**src/hdl/core_consts.svh**
```systemverilog
`ifndef CORE_CONSTS_SVH
`define CORE_CONSTS_SVH

// ********************
// Core dimensions
// ********************

`define XLEN_W 32
`define REG_ADDR_W 5
`define NUM_REGS 32

// ********************
// Fixed encodings
// ********************

// First fetch address after reset.
`define RESET_PC 32'h0000_0000

// EBREAK stops the core without retiring.
`define INSN_EBREAK 32'h0010_0073

`endif

```
**src/hdl/isa_pkg.sv**
```systemverilog
package isa_pkg;

	// Major opcodes of the supported RV32I subset.
	typedef enum logic [6:0] {
		OP_LUI    = 7'b0110111,
		OP_AUIPC  = 7'b0010111,
		OP_JAL    = 7'b1101111,
		OP_JALR   = 7'b1100111,
		OP_BRANCH = 7'b1100011,
		OP_LOAD   = 7'b0000011,
		OP_STORE  = 7'b0100011,
		OP_IMM    = 7'b0010011,
		OP_REG    = 7'b0110011,
		OP_SYSTEM = 7'b1110011
	} opcode_t;

	// ALU operations, one per arithmetic or logic function.
	typedef enum logic [3:0] {
		ALU_ADD    = 4'd0,
		ALU_SUB    = 4'd1,
		ALU_SLL    = 4'd2,
		ALU_SLT    = 4'd3,
		ALU_SLTU   = 4'd4,
		ALU_XOR    = 4'd5,
		ALU_SRL    = 4'd6,
		ALU_SRA    = 4'd7,
		ALU_OR     = 4'd8,
		ALU_AND    = 4'd9,
		ALU_PASS_B = 4'd10
	} alu_op_t;

	// Conditions that redirect the PC away from pc + 4.
	typedef enum logic [2:0] {
		BR_NONE   = 3'd0,
		BR_EQ     = 3'd1,
		BR_NE     = 3'd2,
		BR_LT     = 3'd3,
		BR_GE     = 3'd4,
		BR_LTU    = 3'd5,
		BR_GEU    = 3'd6,
		BR_ALWAYS = 3'd7
	} branch_t;

endpackage

```
**src/hdl/core_pkg.sv**
```systemverilog
package core_pkg;

	// Source of the value written back at retire.
	typedef enum logic [1:0] {
		RES_NONE = 2'd0,
		RES_ALU  = 2'd1,
		RES_LINK = 2'd2,
		RES_MEM  = 2'd3
	} res_src_t;

	// Fetch unit state.
	// WAIT means an instruction request is open, BUSY means the
	// instruction is somewhere in decode, execute or memory.
	typedef enum logic [1:0] {
		FS_IDLE = 2'd0,
		FS_WAIT = 2'd1,
		FS_BUSY = 2'd2,
		FS_HALT = 2'd3
	} fetch_state_t;

endpackage

```
**src/hdl/fetch_unit.sv**
```systemverilog
`timescale 1ns/1ps
`include "core_consts.svh"

module fetch_unit import core_pkg::*; (
	input  logic               clk,
	input  logic               rst_n,
	input  logic               imem_rvalid,
	input  logic [`XLEN_W-1:0] imem_rdata,
	input  logic               retire,
	input  logic [`XLEN_W-1:0] next_pc,
	input  logic               halt_req,
	input  logic               illegal_req,
	output logic               imem_req,
	output logic [`XLEN_W-1:0] imem_addr,
	output logic               fetch_valid,
	output logic [`XLEN_W-1:0] fetch_pc,
	output logic [`XLEN_W-1:0] fetch_insn,
	output logic               halted,
	output logic               illegal
);

	fetch_state_t state;
	logic [`XLEN_W-1:0] pc;

	always_ff @(posedge clk or negedge rst_n) begin
		if (!rst_n) begin
			state       <= FS_IDLE;
			pc          <= `RESET_PC;
			imem_req    <= 1'b0;
			fetch_valid <= 1'b0;
			illegal     <= 1'b0;
		end else begin
			imem_req    <= 1'b0;
			fetch_valid <= 1'b0;
			case (state)
				FS_IDLE: begin
					imem_req <= 1'b1;
					state    <= FS_WAIT;
				end
				FS_WAIT: begin
					if (imem_rvalid) begin
						fetch_valid <= 1'b1;
						state       <= FS_BUSY;
					end
				end
				FS_BUSY: begin
					// A halting instruction never retires, so the two cannot collide.
					if (halt_req) begin
						illegal <= illegal_req;
						state   <= FS_HALT;
					end else if (retire) begin
						pc       <= next_pc;
						imem_req <= 1'b1;
						state    <= FS_WAIT;
					end
				end
				default: state <= FS_HALT;
			endcase
		end
	end

	always_ff @(posedge clk) begin
		if (state == FS_WAIT && imem_rvalid) begin
			fetch_pc   <= pc;
			fetch_insn <= imem_rdata;
		end
	end

	assign imem_addr = pc;
	assign halted    = (state == FS_HALT);

	a_rvalid_in_wait: assert property (@(posedge clk) disable iff (!rst_n)
		imem_rvalid |-> state == FS_WAIT);

endmodule

```
**src/hdl/decode_unit.sv**
```systemverilog
`timescale 1ns/1ps
`include "core_consts.svh"

module decode_unit import isa_pkg::*, core_pkg::*; (
	input  logic                  clk,
	input  logic                  rst_n,
	input  logic                  fetch_valid,
	input  logic [`XLEN_W-1:0]    fetch_pc,
	input  logic [`XLEN_W-1:0]    fetch_insn,
	input  logic [`XLEN_W-1:0]    rs1_data,
	input  logic [`XLEN_W-1:0]    rs2_data,
	output logic [`REG_ADDR_W-1:0] rs1_addr,
	output logic [`REG_ADDR_W-1:0] rs2_addr,
	output logic                  dec_valid,
	output logic [`XLEN_W-1:0]    dec_pc,
	output logic [`XLEN_W-1:0]    op_a,
	output logic [`XLEN_W-1:0]    op_b,
	output logic [`XLEN_W-1:0]    imm,
	output alu_op_t               alu_op,
	output branch_t               branch,
	output res_src_t              res_src,
	output logic                  mem_read,
	output logic                  mem_write,
	output logic [`REG_ADDR_W-1:0] rd,
	output logic                  halt_req,
	output logic                  illegal_req
);

	logic               insn_valid;
	logic [`XLEN_W-1:0] insn;
	logic [`XLEN_W-1:0] imm_i, imm_s, imm_b, imm_u, imm_j;
	logic [2:0]         funct3;
	opcode_t            opcode;
	logic               use_pc, use_imm, halt_cond, illegal_cond;

	function automatic alu_op_t alu_from_funct(input logic [2:0] f3, input logic alt);
		case (f3)
			3'b000:  return alt ? ALU_SUB : ALU_ADD;
			3'b001:  return ALU_SLL;
			3'b010:  return ALU_SLT;
			3'b011:  return ALU_SLTU;
			3'b100:  return ALU_XOR;
			3'b101:  return alt ? ALU_SRA : ALU_SRL;
			3'b110:  return ALU_OR;
			default: return ALU_AND;
		endcase
	endfunction

	function automatic branch_t branch_from_funct(input logic [2:0] f3);
		case (f3)
			3'b000:  return BR_EQ;
			3'b001:  return BR_NE;
			3'b100:  return BR_LT;
			3'b101:  return BR_GE;
			3'b110:  return BR_LTU;
			3'b111:  return BR_GEU;
			default: return BR_NONE;
		endcase
	endfunction

	always_ff @(posedge clk or negedge rst_n) begin
		if (!rst_n) begin
			insn_valid <= 1'b0;
		end else begin
			insn_valid <= fetch_valid;
		end
	end

	always_ff @(posedge clk) begin
		if (fetch_valid) begin
			insn   <= fetch_insn;
			dec_pc <= fetch_pc;
		end
	end

	assign opcode   = opcode_t'(insn[6:0]);
	assign funct3   = insn[14:12];
	assign rd       = insn[11:7];
	assign rs1_addr = insn[19:15];
	assign rs2_addr = insn[24:20];

	assign imm_i = {{20{insn[31]}}, insn[31:20]};
	assign imm_s = {{20{insn[31]}}, insn[31:25], insn[11:7]};
	assign imm_b = {{19{insn[31]}}, insn[31], insn[7], insn[30:25], insn[11:8], 1'b0};
	assign imm_u = {insn[31:12], 12'b0};
	assign imm_j = {{11{insn[31]}}, insn[31], insn[19:12], insn[20], insn[30:21], 1'b0};

	// Jumps and branches put the PC on operand A, except JALR which uses rs1.
	// Execute forms every jump target as op_a + imm.
	always_comb begin
		imm          = imm_i;
		alu_op       = ALU_ADD;
		branch       = BR_NONE;
		res_src      = RES_NONE;
		mem_read     = 1'b0;
		mem_write    = 1'b0;
		use_pc       = 1'b0;
		use_imm      = 1'b0;
		halt_cond    = 1'b0;
		illegal_cond = 1'b0;
		case (opcode)
			OP_LUI: begin
				imm     = imm_u;
				use_imm = 1'b1;
				alu_op  = ALU_PASS_B;
				res_src = RES_ALU;
			end
			OP_AUIPC: begin
				imm     = imm_u;
				use_pc  = 1'b1;
				use_imm = 1'b1;
				res_src = RES_ALU;
			end
			OP_JAL: begin
				imm     = imm_j;
				use_pc  = 1'b1;
				branch  = BR_ALWAYS;
				res_src = RES_LINK;
			end
			OP_JALR: begin
				branch  = BR_ALWAYS;
				res_src = RES_LINK;
			end
			OP_BRANCH: begin
				imm    = imm_b;
				use_pc = 1'b1;
				branch = branch_from_funct(funct3);
			end
			OP_LOAD: begin
				use_imm  = 1'b1;
				mem_read = 1'b1;
				res_src  = RES_MEM;
			end
			OP_STORE: begin
				imm       = imm_s;
				use_imm   = 1'b1;
				mem_write = 1'b1;
			end
			OP_IMM: begin
				use_imm = 1'b1;
				alu_op  = alu_from_funct(funct3, funct3 == 3'b101 && insn[30]);
				res_src = RES_ALU;
			end
			OP_REG: begin
				alu_op  = alu_from_funct(funct3, insn[30]);
				res_src = RES_ALU;
			end
			OP_SYSTEM: begin
				halt_cond    = 1'b1;
				illegal_cond = (insn != `INSN_EBREAK);
			end
			default: begin
				halt_cond    = 1'b1;
				illegal_cond = 1'b1;
			end
		endcase
	end

	assign op_a = use_pc ? dec_pc : rs1_data;
	assign op_b = use_imm ? imm : rs2_data;

	assign dec_valid   = insn_valid & ~halt_cond;
	assign halt_req    = insn_valid & halt_cond;
	assign illegal_req = insn_valid & illegal_cond;

endmodule

```
**src/hdl/register_file.sv**
```systemverilog
`timescale 1ns/1ps
`include "core_consts.svh"

module register_file (
	input  logic                   clk,
	input  logic                   rst_n,
	input  logic [`REG_ADDR_W-1:0] rs1_addr,
	input  logic [`REG_ADDR_W-1:0] rs2_addr,
	input  logic                   wen,
	input  logic [`REG_ADDR_W-1:0] wr_addr,
	input  logic [`XLEN_W-1:0]     wr_data,
	output logic [`XLEN_W-1:0]     rs1_data,
	output logic [`XLEN_W-1:0]     rs2_data
);

	// x0 has no storage.
	logic [`XLEN_W-1:0] regs [1:`NUM_REGS-1];

	always_ff @(posedge clk or negedge rst_n) begin
		if (!rst_n) begin
			for (int i = 1; i < `NUM_REGS; i++) begin
				regs[i] <= '0;
			end
		end else if (wen && wr_addr != '0) begin
			regs[wr_addr] <= wr_data;
		end
	end

	always_comb begin
		rs1_data = '0;
		rs2_data = '0;
		if (rs1_addr != '0) begin
			rs1_data = regs[rs1_addr];
		end
		if (rs2_addr != '0) begin
			rs2_data = regs[rs2_addr];
		end
	end

	a_wr_addr_known: assert property (@(posedge clk) disable iff (!rst_n)
		wen |-> !$isunknown(wr_addr));

endmodule

```
**src/hdl/execute_unit.sv**
```systemverilog
`timescale 1ns/1ps
`include "core_consts.svh"

module execute_unit import isa_pkg::*, core_pkg::*; (
	input  logic                   clk,
	input  logic                   rst_n,
	input  logic                   dec_valid,
	input  logic [`XLEN_W-1:0]     dec_pc,
	input  logic [`XLEN_W-1:0]     op_a,
	input  logic [`XLEN_W-1:0]     op_b,
	input  logic [`XLEN_W-1:0]     imm,
	input  logic [`XLEN_W-1:0]     rs1_val,
	input  logic [`XLEN_W-1:0]     rs2_val,
	input  alu_op_t                alu_op,
	input  branch_t                branch,
	input  res_src_t               res_src,
	input  logic                   mem_read,
	input  logic                   mem_write,
	input  logic [`REG_ADDR_W-1:0] rd,
	output logic                   ex_valid,
	output logic [`XLEN_W-1:0]     result,
	output logic [`XLEN_W-1:0]     mem_addr,
	output logic [`XLEN_W-1:0]     store_data,
	output logic [`XLEN_W-1:0]     next_pc,
	output logic [`XLEN_W-1:0]     ex_pc,
	output logic [`REG_ADDR_W-1:0] ex_rd,
	output res_src_t               ex_res_src,
	output logic                   ex_mem_read,
	output logic                   ex_mem_write
);

	logic [`XLEN_W-1:0] alu_res;
	logic [`XLEN_W-1:0] jump_sum;
	logic [4:0]         shamt;
	logic               taken;

	assign shamt = op_b[4:0];

	always_comb begin
		case (alu_op)
			ALU_ADD:    alu_res = op_a + op_b;
			ALU_SUB:    alu_res = op_a - op_b;
			ALU_SLL:    alu_res = op_a << shamt;
			ALU_SLT:    alu_res = {{(`XLEN_W-1){1'b0}}, $signed(op_a) < $signed(op_b)};
			ALU_SLTU:   alu_res = {{(`XLEN_W-1){1'b0}}, op_a < op_b};
			ALU_XOR:    alu_res = op_a ^ op_b;
			ALU_SRL:    alu_res = op_a >> shamt;
			ALU_SRA:    alu_res = $signed(op_a) >>> shamt;
			ALU_OR:     alu_res = op_a | op_b;
			ALU_AND:    alu_res = op_a & op_b;
			ALU_PASS_B: alu_res = op_b;
			default:    alu_res = '0;
		endcase
	end

	always_comb begin
		case (branch)
			BR_EQ:     taken = (rs1_val == rs2_val);
			BR_NE:     taken = (rs1_val != rs2_val);
			BR_LT:     taken = ($signed(rs1_val) < $signed(rs2_val));
			BR_GE:     taken = ($signed(rs1_val) >= $signed(rs2_val));
			BR_LTU:    taken = (rs1_val < rs2_val);
			BR_GEU:    taken = (rs1_val >= rs2_val);
			BR_ALWAYS: taken = 1'b1;
			default:   taken = 1'b0;
		endcase
	end

	// Operand A is the PC for JAL and branches and rs1 for JALR. Bit 0 is
	// already zero in the PC-relative cases.
	assign jump_sum = op_a + imm;

	always_ff @(posedge clk or negedge rst_n) begin
		if (!rst_n) begin
			ex_valid <= 1'b0;
		end else begin
			ex_valid <= dec_valid;
		end
	end

	always_ff @(posedge clk) begin
		if (dec_valid) begin
			result       <= alu_res;
			mem_addr     <= rs1_val + imm;
			store_data   <= rs2_val;
			next_pc      <= taken ? {jump_sum[`XLEN_W-1:1], 1'b0} : dec_pc + 32'd4;
			ex_pc        <= dec_pc;
			ex_rd        <= rd;
			ex_res_src   <= res_src;
			ex_mem_read  <= mem_read;
			ex_mem_write <= mem_write;
		end
	end

endmodule

```
**src/hdl/mem_unit.sv**
```systemverilog
`timescale 1ns/1ps
`include "core_consts.svh"

module mem_unit import core_pkg::*; (
	input  logic                   clk,
	input  logic                   rst_n,
	input  logic                   ex_valid,
	input  logic [`XLEN_W-1:0]     result,
	input  logic [`XLEN_W-1:0]     mem_addr,
	input  logic [`XLEN_W-1:0]     store_data,
	input  logic [`XLEN_W-1:0]     next_pc,
	input  logic [`XLEN_W-1:0]     ex_pc,
	input  logic [`REG_ADDR_W-1:0] ex_rd,
	input  res_src_t               ex_res_src,
	input  logic                   ex_mem_read,
	input  logic                   ex_mem_write,
	input  logic                   dmem_rvalid,
	input  logic [`XLEN_W-1:0]     dmem_rdata,
	output logic                   dmem_req,
	output logic                   dmem_we,
	output logic [`XLEN_W-1:0]     dmem_addr,
	output logic [`XLEN_W-1:0]     dmem_wdata,
	output logic                   retire,
	output logic [`XLEN_W-1:0]     retire_pc,
	output logic [`REG_ADDR_W-1:0] retire_rd,
	output logic                   retire_wen,
	output logic [`XLEN_W-1:0]     retire_data,
	output logic [`XLEN_W-1:0]     retire_next_pc
);

	logic               pending;
	logic               is_mem;
	logic               finish;
	logic [`XLEN_W-1:0] wb_value;

	// The execute registers stay stable until the next decode, so they are
	// still valid when a slow load or store comes back.
	assign is_mem = ex_mem_read | ex_mem_write;
	assign finish = (ex_valid & ~is_mem) | (pending & dmem_rvalid);

	always_comb begin
		case (ex_res_src)
			RES_ALU:  wb_value = result;
			RES_LINK: wb_value = ex_pc + 32'd4;
			RES_MEM:  wb_value = dmem_rdata;
			default:  wb_value = '0;
		endcase
	end

	always_ff @(posedge clk or negedge rst_n) begin
		if (!rst_n) begin
			dmem_req   <= 1'b0;
			pending    <= 1'b0;
			retire     <= 1'b0;
			retire_wen <= 1'b0;
		end else begin
			dmem_req   <= ex_valid & is_mem;
			retire     <= finish;
			retire_wen <= finish && ex_res_src != RES_NONE && ex_rd != '0;
			if (ex_valid && is_mem) begin
				pending <= 1'b1;
			end else if (dmem_rvalid) begin
				pending <= 1'b0;
			end
		end
	end

	always_ff @(posedge clk) begin
		if (ex_valid) begin
			dmem_we    <= ex_mem_write;
			dmem_addr  <= mem_addr;
			dmem_wdata <= store_data;
		end
		if (finish) begin
			retire_pc      <= ex_pc;
			retire_rd      <= ex_rd;
			retire_data    <= wb_value;
			retire_next_pc <= next_pc;
		end
	end

	a_rvalid_pending: assert property (@(posedge clk) disable iff (!rst_n)
		dmem_rvalid |-> pending);

endmodule

```
**src/hdl/rv_core.sv**
```systemverilog
`timescale 1ns/1ps
`include "core_consts.svh"

module rv_core import isa_pkg::*, core_pkg::*; (
	input  logic                   clk,
	input  logic                   rst_n,
	output logic                   imem_req,
	output logic [`XLEN_W-1:0]     imem_addr,
	input  logic                   imem_rvalid,
	input  logic [`XLEN_W-1:0]     imem_rdata,
	output logic                   dmem_req,
	output logic                   dmem_we,
	output logic [`XLEN_W-1:0]     dmem_addr,
	output logic [`XLEN_W-1:0]     dmem_wdata,
	input  logic                   dmem_rvalid,
	input  logic [`XLEN_W-1:0]     dmem_rdata,
	output logic                   retire,
	output logic [`XLEN_W-1:0]     retire_pc,
	output logic [`REG_ADDR_W-1:0] retire_rd,
	output logic                   retire_wen,
	output logic [`XLEN_W-1:0]     retire_data,
	output logic                   halted,
	output logic                   illegal
);

	// ********************
	// Stage signals
	// ********************

	logic                   fetch_valid, dec_valid, ex_valid;
	logic [`XLEN_W-1:0]     fetch_pc, fetch_insn, dec_pc, ex_pc;
	logic [`XLEN_W-1:0]     op_a, op_b, imm, rs1_data, rs2_data;
	logic [`XLEN_W-1:0]     result, mem_addr, store_data, next_pc, retire_next_pc;
	logic [`REG_ADDR_W-1:0] rs1_addr, rs2_addr, rd, ex_rd;
	alu_op_t                alu_op;
	branch_t                branch;
	res_src_t               res_src, ex_res_src;
	logic                   mem_read, mem_write, ex_mem_read, ex_mem_write;
	logic                   halt_req, illegal_req;

	fetch_unit u_fetch (
		.clk, .rst_n, .imem_rvalid, .imem_rdata, .retire,
		.next_pc(retire_next_pc), .halt_req, .illegal_req,
		.imem_req, .imem_addr, .fetch_valid, .fetch_pc, .fetch_insn,
		.halted, .illegal
	);

	decode_unit u_decode (
		.clk, .rst_n, .fetch_valid, .fetch_pc, .fetch_insn, .rs1_data, .rs2_data,
		.rs1_addr, .rs2_addr, .dec_valid, .dec_pc, .op_a, .op_b, .imm, .alu_op,
		.branch, .res_src, .mem_read, .mem_write, .rd, .halt_req, .illegal_req
	);

	register_file u_regs (
		.clk, .rst_n, .rs1_addr, .rs2_addr, .wen(retire_wen), .wr_addr(retire_rd),
		.wr_data(retire_data), .rs1_data, .rs2_data
	);

	execute_unit u_execute (
		.clk, .rst_n, .dec_valid, .dec_pc, .op_a, .op_b, .imm,
		.rs1_val(rs1_data), .rs2_val(rs2_data), .alu_op, .branch, .res_src,
		.mem_read, .mem_write, .rd, .ex_valid, .result, .mem_addr, .store_data,
		.next_pc, .ex_pc, .ex_rd, .ex_res_src, .ex_mem_read, .ex_mem_write
	);

	mem_unit u_mem (
		.clk, .rst_n, .ex_valid, .result, .mem_addr, .store_data, .next_pc, .ex_pc,
		.ex_rd, .ex_res_src, .ex_mem_read, .ex_mem_write, .dmem_rvalid, .dmem_rdata,
		.dmem_req, .dmem_we, .dmem_addr, .dmem_wdata, .retire, .retire_pc,
		.retire_rd, .retire_wen, .retire_data, .retire_next_pc
	);

endmodule

```
**config.mk**
```make
export PLATFORM = sky130hd
export DESIGN_NAME = rv_core
export DESIGN_NICKNAME = d
export VERILOG_FILES = /design/src/hdl/isa_pkg.sv /design/src/hdl/core_pkg.sv /design/src/hdl/fetch_unit.sv /design/src/hdl/decode_unit.sv /design/src/hdl/register_file.sv /design/src/hdl/execute_unit.sv /design/src/hdl/mem_unit.sv /design/src/hdl/rv_core.sv
export VERILOG_INCLUDE_DIRS = /design/src /design/src/hdl
export SDC_FILE = /design/constraint.sdc
export NUM_CORES = 2
export LEC_CHECK = 0
export BUFFER_PORTS_ARGS = -buffer_cell sky130_fd_sc_hd__buf_2
export CAP_MARGIN = 5
export CELL_PAD_IN_SITES_DETAIL_PLACEMENT = 0
export CELL_PAD_IN_SITES_GLOBAL_PLACEMENT = 1
export CORE_ASPECT_RATIO = 1.4
export CORE_UTILIZATION = 54
export CTS_BUF_LIST = sky130_fd_sc_hd__clkbuf_2
export DETAILED_ROUTE_END_ITERATION = 7
export MAX_ROUTING_LAYER = met4
export PLACE_DENSITY_LB_ADDON = 0.2
export SYNTH_ARGS = -nofsm -noshare
export SYNTH_HDL_FRONTEND = slang
export SYNTH_SLANG_ARGS = --single-unit
```
**constraint.sdc**
```tcl
create_clock -name clk -period 8.84 [get_ports clk]
set_input_delay 1.768 -clock clk [delete_from_list [all_inputs] [get_ports clk]]
set_output_delay 1.768 -clock clk [all_outputs]
set_load 0.05 [all_outputs]
```
==> impl_results.md <==
- Crit path top cell by count: a221oi_1
- Clock Tree Root: clkbuf_2
- Critical Path, Cell by Cell: buf_12 -> buf_12 -> and3b_1 -> a221oi_1 -> a31oi_1 -> buf_4 -> nand2_1 -> nand2_1 -> inv_1 -> ha_1 -> inv_1 -> fa_1 -> a21oi_1 -> o22ai_1 -> a221oi_1 -> buf_4 -> a2111oi_0 -> a211o_1 -> a211o_1 -> a21oi_1 -> o31ai_1 -> a221oi_1 -> o311ai_0 -> o311ai_0
- Ys Warns: 0
- Critical setup path kind: flop to flop
- Synth Register Bits: 1498
- First-pass GRT wire length: 479000 um
- Minimum clock period after layout: 7970 ps
- Initial antenna violation count: 15
- Fill count: 12800
- Largest net degree at the start of global routing: 134
- Worst ir drop on vdd: 0.124 mV
- Area grow syn2layout: 9.20%
- DRC viols: 0
- Distinct cells, synth: 90
- Post-Syn Nets: 6776
- Port Buf Inserts: 239
- CORE AREA: 155000 um^2
- Initial Util: 0.543
- Fin Clk Skew: between 200 and 250 ps
- Nets: around 7200
- Crit Path Max Fanout: 58
- Final setup margin: approximately 870 ps
- Hold crit path type: input pin to flop
- Worst path slowest cell: and3b_1
- Final Setup Violations: 0
- CP peak stage delay: 850 ps
- Data required time at the worst endpoint: 10380 ps
- Total iterations of the first detailed-routing run: 6
- Post-synthesis sequential area ratio: 0.472
- TritonCTS Sinks: 1498
- Register-to-Register Path Depth: 24
- Detailed Route WL: 341000 um
- RSZ-0062 raised after global routing: no
- Slew Limit Fails: 0
- H-tree levels: 5
- Die area: 158000 um^2
- Cts repair resizes: 0
- MaxCap Viol Count: 0
- DRT antenna net count: 0
- GP Congestion: 1.06
- Worst-Skew Late Latency: 1910 ps
- Top FF cell, synth: dfrtp_1
- DR WL/cell: 36.8 um
- Rel. slew slack: 0.0337
- Cells after Synth: about 6500
- Placed cell area: around 90000 um^2
- Post-CTS setup buffers: 0
- Worst Max-Slew Pin Slew: 1430 ps
- CTS buffer count: 380
- CP startpoint kind: flop
- DIE WIDTH: 336 um
- Most frequent cells in the layout: mux2_2 (1121), dfrtp_1 (1033), clkbuf_2 (559), mux4_2 (466), edfxtp_1 (463)
- Post-synthesis xor/xnor area fraction: 0.0132
- Initial DRC Count: ~6900
- Arr. time, crit path: around 9500 ps
- Mean post-synth cell area: 12.9 um^2
- Leakage: 41.9 nW
- Hold depth: 3
- Clock Path Buffers: 4
- Tot GR Track Use: 0.447
- Die H: 469 um
- GRT overflow: 0
- Post-DP HPWL: 234000 um
- Routed vias: 63700
- Leading cell type in the layout, fill and taps excluded: mux2_2
- CTS tree: built
- Pwr dens: ~130 nW/um^2
- Post-Synth Adder-Cell Area: 0.0290
- Mux share of post-synthesis cell area: 0.303
- Synth Area in Compound Gates: 0.0898
- Synthesized area: 84300 um^2
- Status: complete, no violations
- Number of synthesized flops with an enable pin: 463
- Final total power: approximately 12 mW
- Endpoints failing hold: 0
- Post-synthesis simple-gate area fraction: 0.0580
- Post-route setup TNS: 0 ps
- # IOs: 240
- Vias in the first global route: approximately 64000
- Yosys top cell by area: dfrtp_1
- Share of layout cells above drive strength 1: 0.385
- Fin crit share: 0.901
- Post-DR vias/cell: 6.87
- Ys async rst share: 0.691
- Fmax: approximately 0.13 GHz
- Worst Setup End Kind: flop
- Fin Hold WS: 247 ps
- Pre-CTS setup slack: approximately 1200 ps
- Design area: 92000 um^2
- Synth area leaders: dfrtp_1 (31%), edfxtp_1 (16%), mux2_2 (15%), mux4_2 (12%), mux2i_1 (2.9%)
- Largest family of logic cells by synthesized area: multiplexers
- Top cell type's share of synthesized area: 0.307
- Clock Pin Slew Worst Setup and Hold Paths: about 110 ps
- Row cnt: 171
[metrics by stage]
stage | util | std cells
floorplan | - | 6516
global placement | 0.569 | 8562
detailed placement | 0.569 | 8562
CTS | 0.593 | 9243
global route | 0.593 | 9262
finish | 0.593 | 9267
[worst paths after layout]
check | from | to | slack [ps]
setup / recovery | u_decode.insn[16]$_DFFE_PP_ | u_execute.result[0]$_SDFFCE_PN0P_ | 870
hold / removal | dmem_rvalid | u_mem.pending$_DFFE_PN0P_ | 250
setup reg to reg | u_decode.insn[16]$_DFFE_PP_ | u_execute.result[0]$_SDFFCE_PN0P_ | 870
hold reg to reg | u_fetch.fetch_pc[18]$_DFFE_PP_ | u_decode.dec_pc[18]$_DFFE_PP_ | 400
max in group asynchronous | rst_n | u_regs.regs[847]$_DFFE_PN0P_ | 6190
min in group asynchronous | rst_n | u_regs.regs[44]$_DFFE_PN0P_ | 520
[registers in the layout (all words and copies together), names as in the netlist, 2 cells and up]
name / flops
u_execute.store_data: 32
u_decode.dec_pc: 32
u_mem.retire_pc: 32
u_mem.retire_data: 32
u_execute.ex_pc: 32
u_regs.regs: 992
u_fetch.state: 2
u_mem.retire_rd: 5
u_execute.next_pc: 32
u_fetch.imem_addr: 32
u_mem.dmem_addr: 32
u_execute.ex_res_src: 2
u_execute.ex_rd: 5
u_decode.insn: 32
u_execute.result: 32
u_mem.dmem_wdata: 32
u_fetch.fetch_pc: 32
u_mem.retire_next_pc: 32
u_execute.mem_addr: 32
u_fetch.fetch_insn: 32
[logic make-up (layout without fill, tap and decap cells)]
| group | count (synthesis) | after routing |
|---|---|---|
| mux | 1830 | 1830 |
| other cells | 0 | 22 |
| buf+inv | 698 | 1351 |
| xor+xnor | 127 | 127 |
| fa+ha+maj | 193 | 193 |
| flops | 1498 | 1498 |
| compound gates | 1113 | 1113 |
| simple gates | 1057 | 1057 |
[per-layer routing]
metal / global-route usage / share of wire / up-vias / wire length, um
met4: 0.320 / 0.086 / 0 / 29200
met2: 0.675 / 0.47 / 3830 / 159000
met1: 0.525 / 0.36 / 33000 / 123000
met5: - / 0 / - / 0
met3: 0.104 / 0.089 / 1084 / 30500
li1: - / - / 25800 / -
[worst max-delay path: cells and delay by family (launching register included)]
kind                       cells  cell delay, ps
AOI/OAI and AO/OA             13            3470
buffers and inverters          6            1440
DFF                            1             550
and+or+nand+nor                3            1480
adders and majority gates      2             500
[synthesized netlist by cell type (23+ instances only)]
library cell	n
a211oi_1	44
a21o_1	62
a21oi_1	227
a221o_1	23
a221oi_1	65
a22o_1	45
a22oi_1	40
a31oi_1	34
and2_1	30
and3_1	35
buf_1	97
buf_2	78
clkbuf_1	314
dfrtp_1	1035
edfxtp_1	463
ha_1	188
inv_1	166
mux2_2	1121
mux2i_1	240
mux4_2	466
nand2_1	358
nand2b_1	28
nand3_1	95
nand4_1	30
nor2_1	302
nor2b_1	44
nor3_1	48
o211ai_1	56
o21a_1	27
o21ai_0	233
o21bai_1	24
o221ai_1	30
o22ai_1	39
xnor2_1	69
xor2_1	58
[layout make-up]
cell class,instances,area [um^2],share of cell area
Clock inverter,88,513,0.00557
Multi-Input combinational cell,4320,41900,0.455
Inverter,173,652,0.00708
Tap cell,2076,2600,0.0282
Clock buffer,559,2800,0.0304
Sequential cell,1498,39800,0.433
Timing Repair Buffer,531,3730,0.0405
Antenna cell,22,55.1,0.000598
[report_power, final]
| group | switching (mW) | internal, mW | leakage (nW) |
|---|---|---|---|
| clock | 2.99 | 1.85 | 2.57 |
| sequential | 0.00486 | 7.11 | 18.7 |
| combinational | 0.133 | 0.0408 | 20.6 |
[what timing repair did]
action	4_1_cts	5_1_grt
endpoints found under the setup margin	0	0
endpoints found under the hold margin	126	0
hold buffers	34	0
Note: power is estimated with default switching activity, not from simulation.
